**src/logic/uarch_pkg.sv**
```systemverilog
//----------------------------------------------------------------------------
// Shared micro-op encoding and widths for the RV32 execute stage.
// Only ALU, branch and jump micro-ops are defined. No mul/div, no memory.
//----------------------------------------------------------------------------
package uarch_pkg;

  // In-order sequence number and physical register widths
  localparam int seq_num_bits   = 6;
  localparam int phys_addr_bits = 6;

  // Micro-op encoding
  typedef enum logic [4:0] {
    OP_ADD  = 5'd0,
    OP_SUB  = 5'd1,
    OP_AND  = 5'd2,
    OP_OR   = 5'd3,
    OP_XOR  = 5'd4,
    OP_SLT  = 5'd5,
    OP_SLLI = 5'd6,
    OP_SRLI = 5'd7,
    OP_BEQ  = 5'd8,
    OP_BNE  = 5'd9,
    OP_BLT  = 5'd10,
    OP_BGE  = 5'd11,
    OP_BLTU = 5'd12,
    OP_BGEU = 5'd13,
    OP_JAL  = 5'd14,
    OP_JALR = 5'd15
  } rv_uop;

  // Third operand word, read as offset or as shift amount
  typedef union packed {
    logic signed [31:0] branch_imm;
    struct packed {
      logic [26:0] rsvd;
      logic [4:0]  shamt;
    } alu_view;
  } op3_u;

  // True for ops executed by the control-flow unit
  function automatic logic is_ctrl_flow(rv_uop uop);
    return uop inside {OP_BEQ, OP_BNE, OP_BLT, OP_BGE, OP_BLTU, OP_BGEU, OP_JAL, OP_JALR};
  endfunction

endpackage

```
**src/logic/dx_intf.sv**
```systemverilog
//----------------------------------------------------------------------------
// Issue to execute channel, one micro-op with operands already read.
// Valid/ready handshake. Payload holds steady until val & rdy.
//----------------------------------------------------------------------------
interface dx_intf;
  import uarch_pkg::*;

  logic                      val;
  logic                      rdy;
  logic [31:0]               pc;
  logic [seq_num_bits-1:0]   seq_num;
  logic [31:0]               op1;
  logic [31:0]               op2;
  op3_u                      op3;
  logic [4:0]                waddr;
  rv_uop                     uop;
  logic [phys_addr_bits-1:0] preg;
  logic [phys_addr_bits-1:0] ppreg;

  // Issue side
  modport d_intf (output val, pc, seq_num, op1, op2, op3, waddr, uop, preg, ppreg,
                  input rdy);

  // Execute side
  modport x_intf (input val, pc, seq_num, op1, op2, op3, waddr, uop, preg, ppreg,
                  output rdy);

endinterface

```
**src/logic/xw_intf.sv**
```systemverilog
//----------------------------------------------------------------------------
// Execute to writeback channel, one result per transfer.
//----------------------------------------------------------------------------
interface xw_intf;
  import uarch_pkg::*;

  logic                      val;
  logic                      rdy;
  logic [31:0]               pc;
  logic [seq_num_bits-1:0]   seq_num;
  logic [4:0]                waddr;
  logic [31:0]               wdata;
  logic                      wen;
  logic [phys_addr_bits-1:0] preg;
  logic [phys_addr_bits-1:0] ppreg;

  // Execute unit side
  modport x_intf (output val, pc, seq_num, waddr, wdata, wen, preg, ppreg,
                  input rdy);

  // Writeback side
  modport w_intf (input val, pc, seq_num, waddr, wdata, wen, preg, ppreg,
                  output rdy);

endinterface

```
**src/logic/issue_router.sv**
```systemverilog
//----------------------------------------------------------------------------
// Combinational steering of one micro-op to the CFU or the ALU unit.
// Payload goes to both units, only the chosen one sees val.
//----------------------------------------------------------------------------
module issue_router (
  input  logic                                  in_val,
  output logic                                  in_rdy,
  input  logic [31:0]                           in_pc,
  input  logic [uarch_pkg::seq_num_bits-1:0]    in_seq_num,
  input  logic [31:0]                           in_op1,
  input  logic [31:0]                           in_op2,
  input  uarch_pkg::op3_u                       in_op3,
  input  logic [4:0]                            in_waddr,
  input  uarch_pkg::rv_uop                      in_uop,
  input  logic [uarch_pkg::phys_addr_bits-1:0]  in_preg,
  input  logic [uarch_pkg::phys_addr_bits-1:0]  in_ppreg,
  dx_intf.d_intf                                cfu,
  dx_intf.d_intf                                alu
);
  import uarch_pkg::*;

  logic to_cfu;

  // Class decode
  assign to_cfu  = is_ctrl_flow(in_uop);

  // Only the selected unit sees a valid op
  assign cfu.val = in_val & to_cfu;
  assign alu.val = in_val & ~to_cfu;
  assign in_rdy  = to_cfu ? cfu.rdy : alu.rdy;

  // Broadcast payload
  assign cfu.pc      = in_pc;
  assign cfu.seq_num = in_seq_num;
  assign cfu.op1     = in_op1;
  assign cfu.op2     = in_op2;
  assign cfu.op3     = in_op3;
  assign cfu.waddr   = in_waddr;
  assign cfu.uop     = in_uop;
  assign cfu.preg    = in_preg;
  assign cfu.ppreg   = in_ppreg;

  assign alu.pc      = in_pc;
  assign alu.seq_num = in_seq_num;
  assign alu.op1     = in_op1;
  assign alu.op2     = in_op2;
  assign alu.op3     = in_op3;
  assign alu.waddr   = in_waddr;
  assign alu.uop     = in_uop;
  assign alu.preg    = in_preg;
  assign alu.ppreg   = in_ppreg;

endmodule

```
**src/logic/control_flow_unit.sv**
```systemverilog
//----------------------------------------------------------------------------
// Branch and jump execute unit with a one-entry register.
// Jump targets are predicted in the front end, so jumps never squash.
// Squash is a one-cycle pulse with no acknowledge.
//----------------------------------------------------------------------------
module control_flow_unit (
  input  logic                               clk,
  input  logic                               rst,
  dx_intf.x_intf                             d,
  xw_intf.x_intf                             w,
  output logic                               squash_val,
  output logic [31:0]                        squash_target,
  output logic [uarch_pkg::seq_num_bits-1:0] squash_seq_num
);
  import uarch_pkg::*;

  logic                      d_xfer;
  logic                      w_xfer;
  logic                      val_q;
  logic [31:0]               pc_q;
  logic [seq_num_bits-1:0]   seq_num_q;
  logic [31:0]               op1_q;
  logic [31:0]               op2_q;
  logic [31:0]               imm_q;
  logic [4:0]                waddr_q;
  rv_uop                     uop_q;
  logic [phys_addr_bits-1:0] preg_q;
  logic [phys_addr_bits-1:0] ppreg_q;
  logic                      squash_sent;
  logic                      taken;

  assign d_xfer = d.val & d.rdy;
  assign w_xfer = w.val & w.rdy;

  //--------------------------------------------------------------------------
  // Holding register
  //--------------------------------------------------------------------------

  always_ff @(posedge clk) begin
    if (rst) begin
      val_q <= 1'b0;
    end else if (d_xfer) begin
      val_q <= 1'b1;
    end else if (w_xfer) begin
      val_q <= 1'b0;
    end
  end

  // Payload
  always_ff @(posedge clk) begin
    if (d_xfer) begin
      pc_q      <= d.pc;
      seq_num_q <= d.seq_num;
      op1_q     <= d.op1;
      op2_q     <= d.op2;
      imm_q     <= d.op3.branch_imm;
      waddr_q   <= d.waddr;
      uop_q     <= d.uop;
      preg_q    <= d.preg;
      ppreg_q   <= d.ppreg;
    end
  end

  // Free when empty or draining this cycle
  assign d.rdy = ~val_q | w_xfer;

  //--------------------------------------------------------------------------
  // Branch resolution and squash
  //--------------------------------------------------------------------------

  always_comb begin
    case (uop_q)
      OP_BEQ:  taken = (op1_q == op2_q);
      OP_BNE:  taken = (op1_q != op2_q);
      OP_BLT:  taken = ($signed(op1_q) < $signed(op2_q));
      OP_BGE:  taken = ($signed(op1_q) >= $signed(op2_q));
      OP_BLTU: taken = (op1_q < op2_q);
      OP_BGEU: taken = (op1_q >= op2_q);
      default: taken = 1'b0;
    endcase
  end

  // Cleared by each accept, set one cycle later
  always_ff @(posedge clk) begin
    if (rst) begin
      squash_sent <= 1'b1;
    end else begin
      squash_sent <= ~d_xfer;
    end
  end

  assign squash_val     = val_q & taken & ~squash_sent;
  assign squash_target  = pc_q + imm_q;
  assign squash_seq_num = seq_num_q;

  //--------------------------------------------------------------------------
  // Result
  //--------------------------------------------------------------------------

  // Link write for jumps only
  assign w.wen     = (uop_q == OP_JAL) | (uop_q == OP_JALR);
  assign w.wdata   = pc_q + 32'd4;
  assign w.val     = val_q;
  assign w.pc      = pc_q;
  assign w.seq_num = seq_num_q;
  assign w.waddr   = waddr_q;
  assign w.preg    = preg_q;
  assign w.ppreg   = ppreg_q;

endmodule

```
**src/logic/alu_unit.sv**
```systemverilog
//----------------------------------------------------------------------------
// Integer ALU execute unit with a one-entry register.
// Result is computed from the held operands. Shifts use op3 shamt.
//----------------------------------------------------------------------------
module alu_unit (
  input  logic   clk,
  input  logic   rst,
  dx_intf.x_intf d,
  xw_intf.x_intf w
);
  import uarch_pkg::*;

  logic                      d_xfer;
  logic                      w_xfer;
  logic                      val_q;
  logic [31:0]               pc_q;
  logic [seq_num_bits-1:0]   seq_num_q;
  logic [31:0]               op1_q;
  logic [31:0]               op2_q;
  logic [4:0]                shamt_q;
  logic [4:0]                waddr_q;
  rv_uop                     uop_q;
  logic [phys_addr_bits-1:0] preg_q;
  logic [phys_addr_bits-1:0] ppreg_q;

  assign d_xfer = d.val & d.rdy;
  assign w_xfer = w.val & w.rdy;

  always_ff @(posedge clk) begin
    if (rst) begin
      val_q <= 1'b0;
    end else if (d_xfer) begin
      val_q <= 1'b1;
    end else if (w_xfer) begin
      val_q <= 1'b0;
    end
  end

  always_ff @(posedge clk) begin
    if (d_xfer) begin
      pc_q      <= d.pc;
      seq_num_q <= d.seq_num;
      op1_q     <= d.op1;
      op2_q     <= d.op2;
      shamt_q   <= d.op3.alu_view.shamt;
      waddr_q   <= d.waddr;
      uop_q     <= d.uop;
      preg_q    <= d.preg;
      ppreg_q   <= d.ppreg;
    end
  end

  assign d.rdy = ~val_q | w_xfer;

  // Result select
  always_comb begin
    case (uop_q)
      OP_ADD:  w.wdata = op1_q + op2_q;
      OP_SUB:  w.wdata = op1_q - op2_q;
      OP_AND:  w.wdata = op1_q & op2_q;
      OP_OR:   w.wdata = op1_q | op2_q;
      OP_XOR:  w.wdata = op1_q ^ op2_q;
      OP_SLT:  w.wdata = {31'd0, $signed(op1_q) < $signed(op2_q)};
      OP_SLLI: w.wdata = op1_q << shamt_q;
      OP_SRLI: w.wdata = op1_q >> shamt_q;
      default: w.wdata = 32'd0;
    endcase
  end

  // Every ALU op writes its destination
  assign w.wen     = 1'b1;
  assign w.val     = val_q;
  assign w.pc      = pc_q;
  assign w.seq_num = seq_num_q;
  assign w.waddr   = waddr_q;
  assign w.preg    = preg_q;
  assign w.ppreg   = ppreg_q;

endmodule

```
**src/logic/writeback_arbiter.sv**
```systemverilog
//----------------------------------------------------------------------------
// Round-robin merge of CFU and ALU results onto one writeback port.
// Grant is combinational. Only the granted unit sees wb_rdy.
//----------------------------------------------------------------------------
module writeback_arbiter (
  input  logic                                 clk,
  input  logic                                 rst,
  xw_intf.w_intf                               cfu,
  xw_intf.w_intf                               alu,
  output logic                                 wb_val,
  input  logic                                 wb_rdy,
  output logic [31:0]                          wb_pc,
  output logic [uarch_pkg::seq_num_bits-1:0]   wb_seq_num,
  output logic [4:0]                           wb_waddr,
  output logic [31:0]                          wb_wdata,
  output logic                                 wb_wen,
  output logic [uarch_pkg::phys_addr_bits-1:0] wb_preg,
  output logic [uarch_pkg::phys_addr_bits-1:0] wb_ppreg
);

  logic last_alu;
  logic grant_cfu;
  logic grant_alu;

  // On a tie the unit not granted last wins
  assign grant_cfu = cfu.val & (~alu.val | last_alu);
  assign grant_alu = alu.val & ~grant_cfu;

  // Pointer moves on each writeback transfer
  always_ff @(posedge clk) begin
    if (rst) begin
      last_alu <= 1'b1;
    end else if (wb_val & wb_rdy) begin
      last_alu <= grant_alu;
    end
  end

  assign cfu.rdy = wb_rdy & grant_cfu;
  assign alu.rdy = wb_rdy & grant_alu;

  // Payload mux
  assign wb_val     = grant_cfu | grant_alu;
  assign wb_pc      = grant_alu ? alu.pc      : cfu.pc;
  assign wb_seq_num = grant_alu ? alu.seq_num : cfu.seq_num;
  assign wb_waddr   = grant_alu ? alu.waddr   : cfu.waddr;
  assign wb_wdata   = grant_alu ? alu.wdata   : cfu.wdata;
  assign wb_wen     = grant_alu ? alu.wen     : cfu.wen;
  assign wb_preg    = grant_alu ? alu.preg    : cfu.preg;
  assign wb_ppreg   = grant_alu ? alu.ppreg   : cfu.ppreg;

endmodule

```
**src/logic/execute_top.sv**
```systemverilog
//----------------------------------------------------------------------------
// Execute stage top. Up to two ops in flight, one per unit.
// Order is kept within a unit but not across the two units.
//----------------------------------------------------------------------------
module execute_top (
  input  logic                                 clk,
  input  logic                                 rst,
  input  logic                                 in_val,
  output logic                                 in_rdy,
  input  logic [31:0]                          in_pc,
  input  logic [uarch_pkg::seq_num_bits-1:0]   in_seq_num,
  input  logic [31:0]                          in_op1,
  input  logic [31:0]                          in_op2,
  input  uarch_pkg::op3_u                      in_op3,
  input  logic [4:0]                           in_waddr,
  input  uarch_pkg::rv_uop                     in_uop,
  input  logic [uarch_pkg::phys_addr_bits-1:0] in_preg,
  input  logic [uarch_pkg::phys_addr_bits-1:0] in_ppreg,
  output logic                                 wb_val,
  input  logic                                 wb_rdy,
  output logic [31:0]                          wb_pc,
  output logic [uarch_pkg::seq_num_bits-1:0]   wb_seq_num,
  output logic [4:0]                           wb_waddr,
  output logic [31:0]                          wb_wdata,
  output logic                                 wb_wen,
  output logic [uarch_pkg::phys_addr_bits-1:0] wb_preg,
  output logic [uarch_pkg::phys_addr_bits-1:0] wb_ppreg,
  output logic                                 squash_val,
  output logic [31:0]                          squash_target,
  output logic [uarch_pkg::seq_num_bits-1:0]   squash_seq_num
);

  // Issue to unit channels
  dx_intf cfu_dx ();
  dx_intf alu_dx ();

  // Unit to writeback channels
  xw_intf cfu_xw ();
  xw_intf alu_xw ();

  issue_router router (
    .in_val     (in_val),
    .in_rdy     (in_rdy),
    .in_pc      (in_pc),
    .in_seq_num (in_seq_num),
    .in_op1     (in_op1),
    .in_op2     (in_op2),
    .in_op3     (in_op3),
    .in_waddr   (in_waddr),
    .in_uop     (in_uop),
    .in_preg    (in_preg),
    .in_ppreg   (in_ppreg),
    .cfu        (cfu_dx),
    .alu        (alu_dx)
  );

  control_flow_unit cfu (
    .clk            (clk),
    .rst            (rst),
    .d              (cfu_dx),
    .w              (cfu_xw),
    .squash_val     (squash_val),
    .squash_target  (squash_target),
    .squash_seq_num (squash_seq_num)
  );

  alu_unit alu (
    .clk (clk),
    .rst (rst),
    .d   (alu_dx),
    .w   (alu_xw)
  );

  writeback_arbiter arb (
    .clk        (clk),
    .rst        (rst),
    .cfu        (cfu_xw),
    .alu        (alu_xw),
    .wb_val     (wb_val),
    .wb_rdy     (wb_rdy),
    .wb_pc      (wb_pc),
    .wb_seq_num (wb_seq_num),
    .wb_waddr   (wb_waddr),
    .wb_wdata   (wb_wdata),
    .wb_wen     (wb_wen),
    .wb_preg    (wb_preg),
    .wb_ppreg   (wb_ppreg)
  );

endmodule

```
**config.mk**
```make
export PLATFORM = sky130hd
export DESIGN_NAME = execute_top
export DESIGN_NICKNAME = d
export VERILOG_FILES = /design/src/logic/uarch_pkg.sv /design/src/logic/dx_intf.sv /design/src/logic/xw_intf.sv /design/src/logic/issue_router.sv /design/src/logic/control_flow_unit.sv /design/src/logic/alu_unit.sv /design/src/logic/writeback_arbiter.sv /design/src/logic/execute_top.sv
export SDC_FILE = /design/constraint.sdc
export NUM_CORES = 1
export LEC_CHECK = 0
export BUFFER_PORTS_ARGS = -buffer_cell sky130_fd_sc_hd__buf_2
export CORE_ASPECT_RATIO = 0.8
export CORE_MARGIN = 2
export CORE_UTILIZATION = 35
export DETAILED_ROUTE_END_ITERATION = 10
export PLACE_DENSITY = 0.63
export SYNTH_ARGS = -nofsm -noshare
export SYNTH_HDL_FRONTEND = slang
export SYNTH_SLANG_ARGS = --single-unit
```
**constraint.sdc**
```tcl
create_clock -name clk -period 9.3 [get_ports clk]
set_clock_uncertainty 0.2 [all_clocks]
set_input_delay 0.465 -clock clk [delete_from_list [all_inputs] [get_ports clk]]
set_output_delay 0.465 -clock clk [all_outputs]
set_load 0.02 [all_outputs]
```
==> summary.md, run 1 <==
| Metric | Value |
|---|---|
| Status | finished clean |
| Minimum clock period | 5833 ps |
| Critical path's largest stage delay | 920 ps |
| RSZ-0062 raised after global routing | false |
| Row Count | 79 |
| Post-Syn Area | 0.02081 sq mm |
| Max Cap Violations | 0 |
| # port buffers | 288 |
| Vias in the first global route | 18890 |
| Setup_tns | 0 ps |
| Post-CTS Setup Bufs | 0 |
| Slowest CP cell | a2111oi_0 |
| Worst Setup Path Type | flop to primary output |
| Total CTS buffers | 31 |
| Pleak | 10.70 nW |
| P_int | 0.002713 W |
| Hold_buf cts | 159 |
| Arr. time, crit path | 5170 ps |
| Initial Util | 35.56% |
| CP Launch Type | flop |
| Fin nets | 2855 |
| Register share of total power | 39.5% |
| Hold Fails Final Rpt | 0 |
| R2R Setup Slk | 5520 ps |
| Multi-input logic area | 0.01117 sq mm |
| Tightest Pin Transition | 1156 ps |
| Number of antenna violations at the first check in global routing | 0 |
| Clk root buf | clkbuf_16 |
| Overflow after GRT | 0 |
| Wire per inst | 23.18 microns |
| Cell chain of the critical path | inv_1 > ha_1 > inv_1 > fa_1 > nor2b_1 > o21ai_0 > a311o_1 > a31oi_1 > o21ai_1 > nor3_1 > o211ai_1 > o41ai_1 > a2111oi_0 > o21ai_0 > buf_2 |
| TritonCTS clock tree | built |
| Hold worst-path end | arb.last_alu$_SDFFE_PP1P_ |
| Area leader, netlist | edfxtp_1 |
| Sink Count | 289 |
| CTS H-tree depth | 1 |
| Max FO, Critical Path | 5 |
| Share of total power in combinational logic | 24.2% |
| Power density over the cells | 152.2 mW/mm^2 |
| Reg-to-Reg End | alu.op2_q[10]$_DFFE_PP_ |
| WP buf/inv | 3 |
| Overall die area | 0.06144 sq mm |
| Hold Path Class | input port to flop |
| Final period util | 62.72% |
| Register Area | 0.008638 sq mm |
| CTS Buffer Depth | 3 |
| FF+latch count, synth | 289 |
| Post-synth EDFFs | 285 |
| Largest cells by area after synthesis | edfxtp_1 (41%), ha_1 (9.6%), nand2_1 (4.7%), a21oi_1 (4.0%), mux4_2 (3.9%) |
| Hold path depth | 3 |
| Layout cells sized above 1 | 17.68% |
| DR vias | 18910 |
| Sequential area share after synthesis | 41.51% |
| Clock Power Share | 36.2% |
| GP Congestion | 1.008 |
| Worst skew pair latency | 610 ps |
| Area Overhead vs Synth | 23.68% |
| DRC Markers | 0 |
| Hold Startpoint | wb_rdy |
| Number of I/O pins | 289 |
| Initial DRC Count | 1948 |
| GRT Util Overall | 24.41% |
| Worst R2R Start | alu.w.val$_SDFFE_PP0P_ |
| Die H | 222.1 microns |
| Antenna diodes | 0 |
| FMAX | 171.4 MHz |
| Critical Path End Type | primary output |
| Die W | 276.6 microns |
| Antenna violation net count after detailed routing | 0 |
| Dominant synthesized flop cell | edfxtp_1 |
| R2R cell count | 6 |
| Core Footprint | 0.05852 sq mm |
| Post-synth top area share | 41.12% |
| Worst EP required | 8640 ps |
| Async set or reset register ratio after synthesis | 0% |
| Global-route wire length before repair | 116.0 mm |
| Final wirelength | 77.11 mm |
| Switching pwr | 0.001204 W |
| Largest net degree at the start of global routing | 85 |
| DP Wirelength | 56.92 mm |
| Cell variety after synth | 85 |
| Worst-path clk slew | 60 ps |
| Post-synthesis cell count | 2139 |
| Design area | 0.02574 sq mm |
| Syn avg cell area | 9.729 sq um |
| Post-Syn Nets | 2462 |
| Final Max Slew Viols | 0 |
| Post-CTS sizing | 0 |
| # fillers | 5607 |
| Synthesis Warnings | 0 |
| # setup viols final | 0 |
| Vias per inst | 5.686 |
| Post-DP Area | 0.02298 sq mm |
| CP top delay family | compound AO/OA/AOI/OAI gates |
| Initial DRT Pass Iterations | 6 |
| Relative slew slack | 22.96% |
| Switching part of the total | 30.74% |
| VDD IR max | 0.1620 mV |
[flip-flops by register name, indices dropped and copies added, names as in the netlist, 5 cells and up]
name,cells
alu.op1_q,32
alu.op2_q,32
alu.w.pc,32
cfu.imm_q,32
cfu.op1_q,32
cfu.op2_q,32
cfu.w.pc,32
alu.w.ppreg,6
alu.w.preg,6
alu.w.seq_num,6
cfu.squash_seq_num,6
cfu.w.ppreg,6
cfu.w.preg,6
alu.shamt_q,5
alu.uop_q,5
alu.w.waddr,5
cfu.uop_q,5
cfu.w.waddr,5
[layout make-up]
type | instances | share of cell area [%]
tap | 769 | 3.738
clock buffer | 34 | 3.058
clock inverter | 24 | 1.488
inverter | 143 | 2.085
timing repair buffer | 477 | 12.66
multi-input combinational | 1590 | 43.41
sequential | 289 | 33.56
[metrics by stage]
stage,cells,power [W],util (%),setup slack (ps),hold slack [ps]
floorplan,2139,0.002136,-,50.58,294.9
global placement,3109,0.002436,39.27,4312,371.2
detailed placement,3109,0.002438,39.27,4334,400.3
CTS,3326,0.003928,43.99,3637,18.45
global route,3326,0.004067,43.99,3290,65.38
finish,3326,0.003917,43.99,3467,55.79
[placed cells by master, fill, tap and decap left out, types with 12 or more instances in the layout]
cell	instances
nor4_1	12
clkbuf_16	31
or3_1	12
a31oi_1	16
o21bai_1	19
a211oi_1	28
nand2b_1	26
xnor2_1	57
nor2b_1	12
nor3_1	26
mux4_2	36
buf_4	30
dlygate4sd3_1	159
buf_2	288
a21oi_1	163
nor2_1	177
nand2_1	258
nand4_1	23
o21ai_0	129
a221o_1	22
o21a_1	13
nand3_1	26
o22ai_1	37
a22oi_1	20
mux2i_1	57
o211ai_1	23
ha_1	160
xor2_1	23
a21o_1	49
edfxtp_1	285
inv_1	142
[worst max-delay path by stage]
stage | depth (start not counted) | endpoint | from
2_1_floorplan | 3 | cfu.imm_q[0]$_DFFE_PP_ | in_uop[3]
3_3_place_gp | 13 | wb_wdata[24] | alu.op2_q[0]$_DFFE_PP_
3_5_place_dp | 13 | wb_wdata[24] | alu.op1_q[0]$_DFFE_PP_
4_1_cts | 13 | wb_wdata[24] | alu.op1_q[0]$_DFFE_PP_
5_1_grt | 15 | wb_wdata[26] | alu.op1_q[0]$_DFFE_PP_
6_report | 15 | wb_wdata[26] | alu.op1_q[0]$_DFFE_PP_
[power by group through the flow]
| stage | Sequential [W] | Clock [W] | Combinational [W] |
|---|---|---|---|
| 2_1_floorplan | 0.00157 | 0 | 0.000565 |
| 3_3_place_gp | 0.00157 | 0 | 0.000864 |
| 3_5_place_dp | 0.00157 | 0 | 0.000865 |
| 4_1_cts | 0.00155 | 0.00146 | 0.000926 |
| 5_1_grt | 0.00155 | 0.00150 | 0.00102 |
| 6_report | 0.00155 | 0.00142 | 0.000950 |
[cell families after synthesis]
logic type / synth area share (%)
xor gates and xnor gates: 3.367
muxes: 7.124
adders and majority gates: 9.908
and+or+nand+nor: 13.79
buffers and inverters: 5.128
DFF: 41.51
AOI/OAI and AO/OA: 19.17
[cell usage after synthesis, types with 16 or more instances]
library cell and number:
nor2_1 177, a22oi_1 20, nor3_1 28, nand2b_1 26
o21ai_0 129, a221o_1 22, clkbuf_1 60, mux4_2 36
o211ai_1 23, inv_1 142, edfxtp_1 285, nand4_1 23
a21oi_1 166, mux2i_1 57, buf_2 27, nand2_1 259
a31oi_1 16, xor2_1 23, ha_1 160, a211oi_1 28
nand3_1 26, xnor2_1 57, o22ai_1 37, o21bai_1 19
a21o_1 49
[layer usage]
metal	vias up	share of wire [%]	global-route usage [%]
li1	8681	-	-
met1	9150	43	33.15
met2	959	43	36.79
met3	122	11	7.987
met4	0	3.2	7.644
met5	-	0	0
[tightest hold or removal path, delay by kind of cell]
family | cells | cell delay, ps
AOI/OAI and AO/OA | 1 | 150
buffers and inverters | 1 | 120
and+or+nand+nor | 1 | 110
No activity file was read; power rests on OpenSTA's default activity.
==> run 2, diff against run 1 <==
ABC_AREA = 1   (was not set)
clock period = 4.68 ns   (was 9.3 ns; I/O delays follow)
==> summary.md, run 2 <==
| Metric | Value |
|---|---|
| Status | finished clean |
| Hold path depth | 3 (unchanged) |
| Total CTS buffers | 34 (+9.7%) |
| Complex-gate fraction of the synthesized area | 11.36% (-7.8 points) |
| Max FO, Critical Path | 5 (unchanged) |
| Vias per inst | 5.289 (-7.0%) |
| Multiplexer share of the synthesized area | 0.3557% (-6.8 points) |
| Post-synth top area share | 38.01% (-3.1 points) |
| Design area | 0.02746 sq mm (+6.7%) |
| Async set or reset register ratio after synthesis | 0% (unchanged) |
| FMAX | 247.1 MHz |
| Area Overhead vs Synth | 21.96% |
| Final Max Slew Viols | 0 (unchanged) |
| Number of I/O pins | 289 (unchanged) |
| GP Congestion | 1.062 (+5.4%) |
| Hold Startpoint | in_val |
| Final period util | 86.47% |
| Hold Fails Final Rpt | 0 (unchanged) |
| Commonest cells after routing, fill and taps aside | nand2_1 (881), inv_1 (378), nand3_1 (337) |
| Worst-path clk slew | 60 ps (about the same) |
| Overflow after GRT | 0 (unchanged) |
| Critical Path End Type | primary output |
| Fin nets | 3771 (+32%) |
| Hold Path Class | input port to flop |
| Largest net degree at the start of global routing | 91 (+7.1%) |
| Hold worst-path end | alu.op2_q[29]$_DFFE_PP_ |
| R2R Setup Slk | 1740 ps (-3780 ps) |
| Initial DRC Count | 3075 (+58%) |
| Post-CTS Setup Bufs | 0 (unchanged) |
| R2R cell count | 10 (+4) |
| Worst R2R Start | alu.w.val$_SDFFE_PP0P_ |
| CP Launch Type | flop |
| CTS Buffer Depth | 3 (unchanged) |
| Cell variety after synth | 55 (-35%) |
| Worst skew pair latency | 570 ps (-40 ps) |
| TritonCTS clock tree | built |
| Max Cap Violations | 0 (unchanged) |
| Worst Setup Path Type | flop to primary output |
| Initial DRT Pass Iterations | 6 (unchanged) |
| XOR/XNOR Fraction of Synth Area | 1.712% (-1.7 points) |
| Commonest cells post-synth | nand2_1 (881), inv_1 (379), nand3_1 (337) |
| DR vias | 22860 (+21%) |
| Largest cells by area after synthesis | edfxtp_1 (38%), nand2_1 (15%), ha_1 (8.9%), nand3_1 (7.5%), inv_1 (6.3%) |
| Post-Syn Area | 0.02252 sq mm (+8.2%) |
| Clk root buf | clkbuf_16 |
| GRT Util Overall | 26.40% (+2.0 points) |
| Area leader, netlist | edfxtp_1 |
| Die W | 287.6 microns (+4.0%) |
| Relative slew slack | 34.51% (+12 points) |
| Core Footprint | 0.06387 sq mm (+9.1%) |
| Antenna violation net count after detailed routing | 0 (unchanged) |
| Vias in the first global route | 20780 (+10%) |
| Layout cells sized above 1 | 12.21% (-5.5 points) |
| Dominant synthesized flop cell | edfxtp_1 |
| RSZ-0062 raised after global routing | false |
| Largest family of logic cells by synthesized area | simple AND/OR/NAND/NOR gates |
| DP Wirelength | 70.09 mm (+23%) |
| Minimum clock period | 4047 ps |
| Wire per inst | 20.84 microns (-10%) |
| Power density over the cells | 281.2 mW/mm^2 (+85%) |
| Commonest non-fill, non-tap cell in the layout | nand2_1 |
| Post-synthesis simple-gate area fraction | 30.04% (+16 points) |
| Post-synth EDFFs | 285 (unchanged) |
| Global-route wire length before repair | 131.8 mm (+14%) |
| Post-Syn Nets | 3370 (+37%) |
| Sequential area share after synthesis | 38.37% (-3.1 points) |
| Number of antenna violations at the first check in global routing | 3 (+3) |
| Initial Util | 35.25% (-0.31 points) |
| Final wirelength | 90.09 mm (+17%) |
| Setup_tns | 0 ps (unchanged) |
| CTS H-tree depth | 2 (+1) |
| Arr. time, crit path | 3610 ps (-1560 ps) |
| Post-synthesis cell count | 3047 (+42%) |
| Tightest Pin Transition | 980.1 ps (-175.5 ps) |
| Die H | 230.9 microns (+3.9%) |
| Count leader, synth | nand2_1 |
| Syn avg cell area | 7.389 sq um (-24%) |
| Pleak | 12.69 nW (+19%) |
| # port buffers | 288 (unchanged) |
| Post-DP Area | 0.02474 sq mm (+7.7%) |
| Worst EP required | 4250 ps (-4390 ps) |
| Synth Area in Adders | 9.158% (-0.75 points) |
| Overall die area | 0.06639 sq mm (+8.1%) |
| Row Count | 83 (+5.1%) |
| # setup viols final | 0 (unchanged) |
| DRC Markers | 0 (unchanged) |
| VDD IR max | 0.3110 mV (+92%) |
| Reg-to-Reg End | alu.w.pc[6]$_DFFE_PP_ |
| FF+latch count, synth | 289 (unchanged) |
| Sink Count | 289 (unchanged) |
| Total Power Consumption | 0.007722 W (+97%) |
| Synthesis Warnings | 0 (unchanged) |
run 2: cell types whose count changed after synthesis, moves of 41 or more:
| cell | previous run | this run |
|---|---|---|
| inv_1 | 142 | 379 |
| a21o_1 | 49 | 8 |
| nand2_1 | 259 | 881 |
| xnor2_1 | 57 | 12 |
| nand3_1 | 26 | 337 |
| mux2i_1 | 57 | 8 |
run 2: worst max path at each step:
stage,from,end,cells past startpoint
2_1_floorplan,alu.w.val$_SDFFE_PP0P_,alu.op1_q[0]$_DFFE_PP_,9
3_3_place_gp,alu.op1_q[0]$_DFFE_PP_,wb_wdata[0],20
3_5_place_dp,alu.op1_q[0]$_DFFE_PP_,wb_wdata[0],20
4_1_cts,alu.op1_q[0]$_DFFE_PP_,wb_wdata[0],20
5_1_grt,alu.op1_q[0]$_DFFE_PP_,wb_wdata[0],20
6_report,alu.op1_q[0]$_DFFE_PP_,wb_wdata[0],20
run 2: power by group:
part | switching [W] | leakage, nW | total [W] | internal (W)
Clock | 0.00117 | 0.537 | 0.00275 | 0.00158
Combinational | 0.00132 | 9.47 | 0.00191 | 0.000594
Sequential | 0.0000746 | 2.68 | 0.00306 | 0.00298
run 2: cell type report:
type                            instances  area (sq um)
Fill cell                            6577         36410
Multi-Input combinational cell       2254         11870
Sequential cell                       289          8638
Timing Repair Buffer                  473          3266
Inverter                              396          1489
Tap cell                              850          1064
Clock buffer                           37         862.1
Clock inverter                         23         267.8
Antenna cell                            1         2.502
run 2: what timing repair did:
action                    CTS  global route
hold endpoints to repair  289             0
hold buffers              159             0
resized for setup           0             0
run 2: cells by family after synthesis:
family,count (synthesis)
flip-flops,289
AND/OR/NAND/NOR,1578
XOR/XNOR,44
buffers and inverters,504
adder cells (fa/ha/maj),163
AO/OA/AOI/OAI,461
multiplexers,8
run 2: critical path, cell delays in order, from the launching register on:
cell	delay (ps)
edfxtp_1	440
inv_1	130
ha_1	170
inv_1	120
fa_1	490
nand2_1	150
nand2_2	110
nand3_1	110
nand2_2	110
nand2_1	100
nand2_1	160
nand2_1	100
nand2_1	140
nand3_1	150
nand2_1	70
nand2_1	50
nand3_1	60
nand2_1	60
nand2_1	50
nand2_1	80
buf_2	200
run 2: metal layers:
metal | part of all wire (%) | wire, microns | GRT usage [%]
met5 | 0 | 0 | 0
met4 | 3.1 | 2790 | 8.008
met3 | 11 | 10190 | 6.680
met2 | 41 | 36800 | 37.47
met1 | 45 | 40310 | 38.92
run 2: metrics by stage:
step / cells / util, % / setup slack, ps / hold WS (ps)
detailed placement: 4103 / 38.73 / 1367 / 212.1
global placement: 4103 / 38.73 / 1349 / 211.2
CTS: 4322 / 42.99 / 757.9 / 82.55
floorplan: 3047 / - / 980.4 / 103.1
finish: 4323 / 43.00 / 633.1 / 97.72
global route: 4322 / 42.99 / 432.4 / 111.4
==> run 3, diff against run 2 <==
PLACE_DENSITY = 0.67   (was 0.63)
==> summary.md, run 3 (synthesized netlist as in run 2, its figures left out) <==
| Metric | Value |
|---|---|
| CTS Buffer Depth | 3 (unchanged) |
| Switching pwr | 0.002522 W (-1.8%) |
| Critical path's largest stage delay | 510 ps (+20 ps) |
| Commonest cells after routing, fill and taps aside | nand2_1 (881), inv_1 (378), nand3_1 (337) |
| Vias in the first global route | 21240 (+2.2%) |
| Max Cap Violations | 0 (unchanged) |
| Overall die area | 0.06639 sq mm (unchanged) |
| Max FO, Critical Path | 5 (unchanged) |
| Total CTS buffers | 31 (-8.8%) |
| Initial DRT Pass Iterations | 8 (+2) |
| CTS H-tree depth | 1 (-1) |
| Pleak | 12.62 nW (-0.53%) |
| Final wirelength | 89.85 mm (-0.27%) |
| Total Power Consumption | 0.007541 W (-2.3%) |
| Initial DRC Count | 3273 (+6.4%) |
| Clock Power Share | 34.0% (-1.6 points) |
| RSZ-0062 raised after global routing | false |
| VDD IR max | 0.2891 mV (-7.0%) |
| Cells after DPL | 4098 (-0.12%) |
| Post-Layout Cell Count | 4313 (-0.23%) |
| Share of total power in combinational logic | 25.4% (+0.6 points) |
| Number of antenna violations at the first check in global routing | 2 (-1) |
| Worst-path clk slew | 70 ps (about the same) |
| DRC Markers | 0 (unchanged) |
| Switching part of the total | 33.44% (+0.19 points) |
| Row Count | 83 (unchanged) |
| Hold Fails Final Rpt | 0 (unchanged) |
| Largest net degree at the start of global routing | 158 (+74%) |
| Worst EP required | 4250 ps (about the same) |
| # setup viols final | 0 (unchanged) |
| Worst Setup Path Type | flop to primary output |
| Die H | 230.9 microns (unchanged) |
| # port buffers | 288 (unchanged) |
| Overflow after GRT | 0 (unchanged) |
| CP most frequent cell | nand2_1 |
| Critical Path End Type | primary output |
| Post-CTS Setup Bufs | 0 (unchanged) |
| Initial Util | 35.25% (unchanged) |
| Antenna diodes | 0 (-1) |
| Power density over the cells | 276.0 mW/mm^2 (-1.9%) |
| TritonCTS clock tree | built |
| Slowest CP cell | fa_1 |
| Post-DP Area | 0.02470 sq mm (-0.15%) |
| GRT Util Overall | 26.33% (-0.075 points) |
| Design area | 0.02733 sq mm (-0.49%) |
| Final Max Slew Viols | 0 (unchanged) |
| Hold Path Class | input port to flop |
| DR vias | 23100 (+1.0%) |
| Sink Count | 289 (unchanged) |
| Arr. time, crit path | 3700 ps (+90 ps) |
| Status | finished clean |
| Register share of total power | 40.6% (+1.0 points) |
| CP Launch Type | flop |
| Relative slew slack | 14.47% (-20 points) |
| Number of I/O pins | 289 (unchanged) |
| # fillers | 6513 (-0.97%) |
| Clk root buf | clkbuf_16 |
| Commonest non-fill, non-tap cell in the layout | nand2_1 |
| Setup_tns | 0 ps (unchanged) |
| Wire per inst | 20.83 microns (about the same) |
| Minimum clock period | 4134 ps (+86.71 ps) |
| Global-route wire length before repair | 132.1 mm (+0.24%) |
| DP Wirelength | 70.02 mm (about the same) |
| Post-CTS sizing | 0 (unchanged) |
| Antenna violation net count after detailed routing | 0 (unchanged) |
| Vias per inst | 5.356 (+1.3%) |
| Worst skew pair latency | 630 ps (+60 ps) |
| GP Congestion | 1.061 (about the same) |
| Area Overhead vs Synth | 21.36% |
| Layout cells sized above 1 | 12.04% (-0.17 points) |
| Cell chain of the critical path | inv_1 > ha_1 > inv_1 > fa_1 > nand2_1 > nand2_2 > nand3_1 > nand2_2 > nand2_1 > nand2_1 > nand2_1 > nand2_1 > nand3_1 > nand2_1 > nand2_1 > nand3_1 > nand2_1 > nand2_1 > nand2_1 > buf_2 |
| Tightest Pin Transition | 1273 ps (+293.0 ps) |
| Final period util | 88.32% (+1.9 points) |
| Die W | 287.6 microns (unchanged) |
| FMAX | 241.9 MHz (-2.1%) |
| Core Footprint | 0.06387 sq mm (unchanged) |
| Hold_buf cts | 159 (unchanged) |
| P_int | 0.005019 W (-2.6%) |
| Fin nets | 3763 (-0.21%) |
[run 3: cell count changes in the layout (fill, tap and decap cells not counted), sizes merged]
cell / change
buf: -5
clkbuf: -2
diode: -1
clkinv: -2
[run 3: worst max-delay path: cells and delay by family (launching register included)]
family | cells | cell delay [ps]
flip-flops | 1 | 470
AND/OR/NAND/NOR | 15 | 1510
buffers and inverters | 3 | 450
adder cells (fa/ha/maj) | 2 | 660
[run 3: final cells by class]
cell class                 count  area [sq um]  share of cell area (%)
multi-input combinational   2254         11870                   43.45
sequential                   289          8638                   31.61
timing repair buffer         468          3228                   11.81
inverter                     396          1489                   5.449
tap                          850          1064                   3.892
clock buffer                  35         790.8                   2.894
clock inverter                21         244.0                  0.8929
[run 3: path summary, 6_finish.rpt]
check | from | slack [ps] | depth (start not counted) | endpoint
worst max-delay path | alu.op1_q[0]$_DFFE_PP_ | 550 | 20 | wb_wdata[0]
worst min register to register | arb.last_alu$_SDFFE_PP1P_ | 270 | 2 | arb.last_alu$_SDFFE_PP1P_
worst min-delay path | in_op3[15] | 120 | 2 | cfu.imm_q[15]$_DFFE_PP_
worst max register to register | alu.w.val$_SDFFE_PP0P_ | 2000 | 9 | alu.w.pc[11]$_DFFE_PP_
[run 3: routing by layer]
layer / vias to the layer above / global-route usage, % / wire length, microns
li1: 10960 / - / -
met2: 1280 / 37.33 / 36420
met4: 2 / 8.105 / 3258
met5: - / 0 / 11
met1: 10700 / 38.51 / 39790
met3: 158 / 7.134 / 10370
[run 3: metrics by stage]
stage,hold slack [ps],util [%],setup WS [ps]
after detailed placement,212.1,38.67,1284
after floorplan,103.1,-,980.4
final,117.6,42.78,546.4
after CTS,91.07,42.78,601.5
after global routing,102.6,42.78,312.0
after global placement,211.2,38.67,1219
[run 3: power groups by stage]
stage | logic (W) | registers (W) | clock network (W)
6_report | 0.00192 | 0.00306 | 0.00256
5_1_grt | 0.00208 | 0.00307 | 0.00272
4_1_cts | 0.00186 | 0.00306 | 0.00262
3_5_place_dp | 0.00174 | 0.00311 | 0
3_3_place_gp | 0.00175 | 0.00311 | 0
2_1_floorplan | 0.00112 | 0.00309 | 0
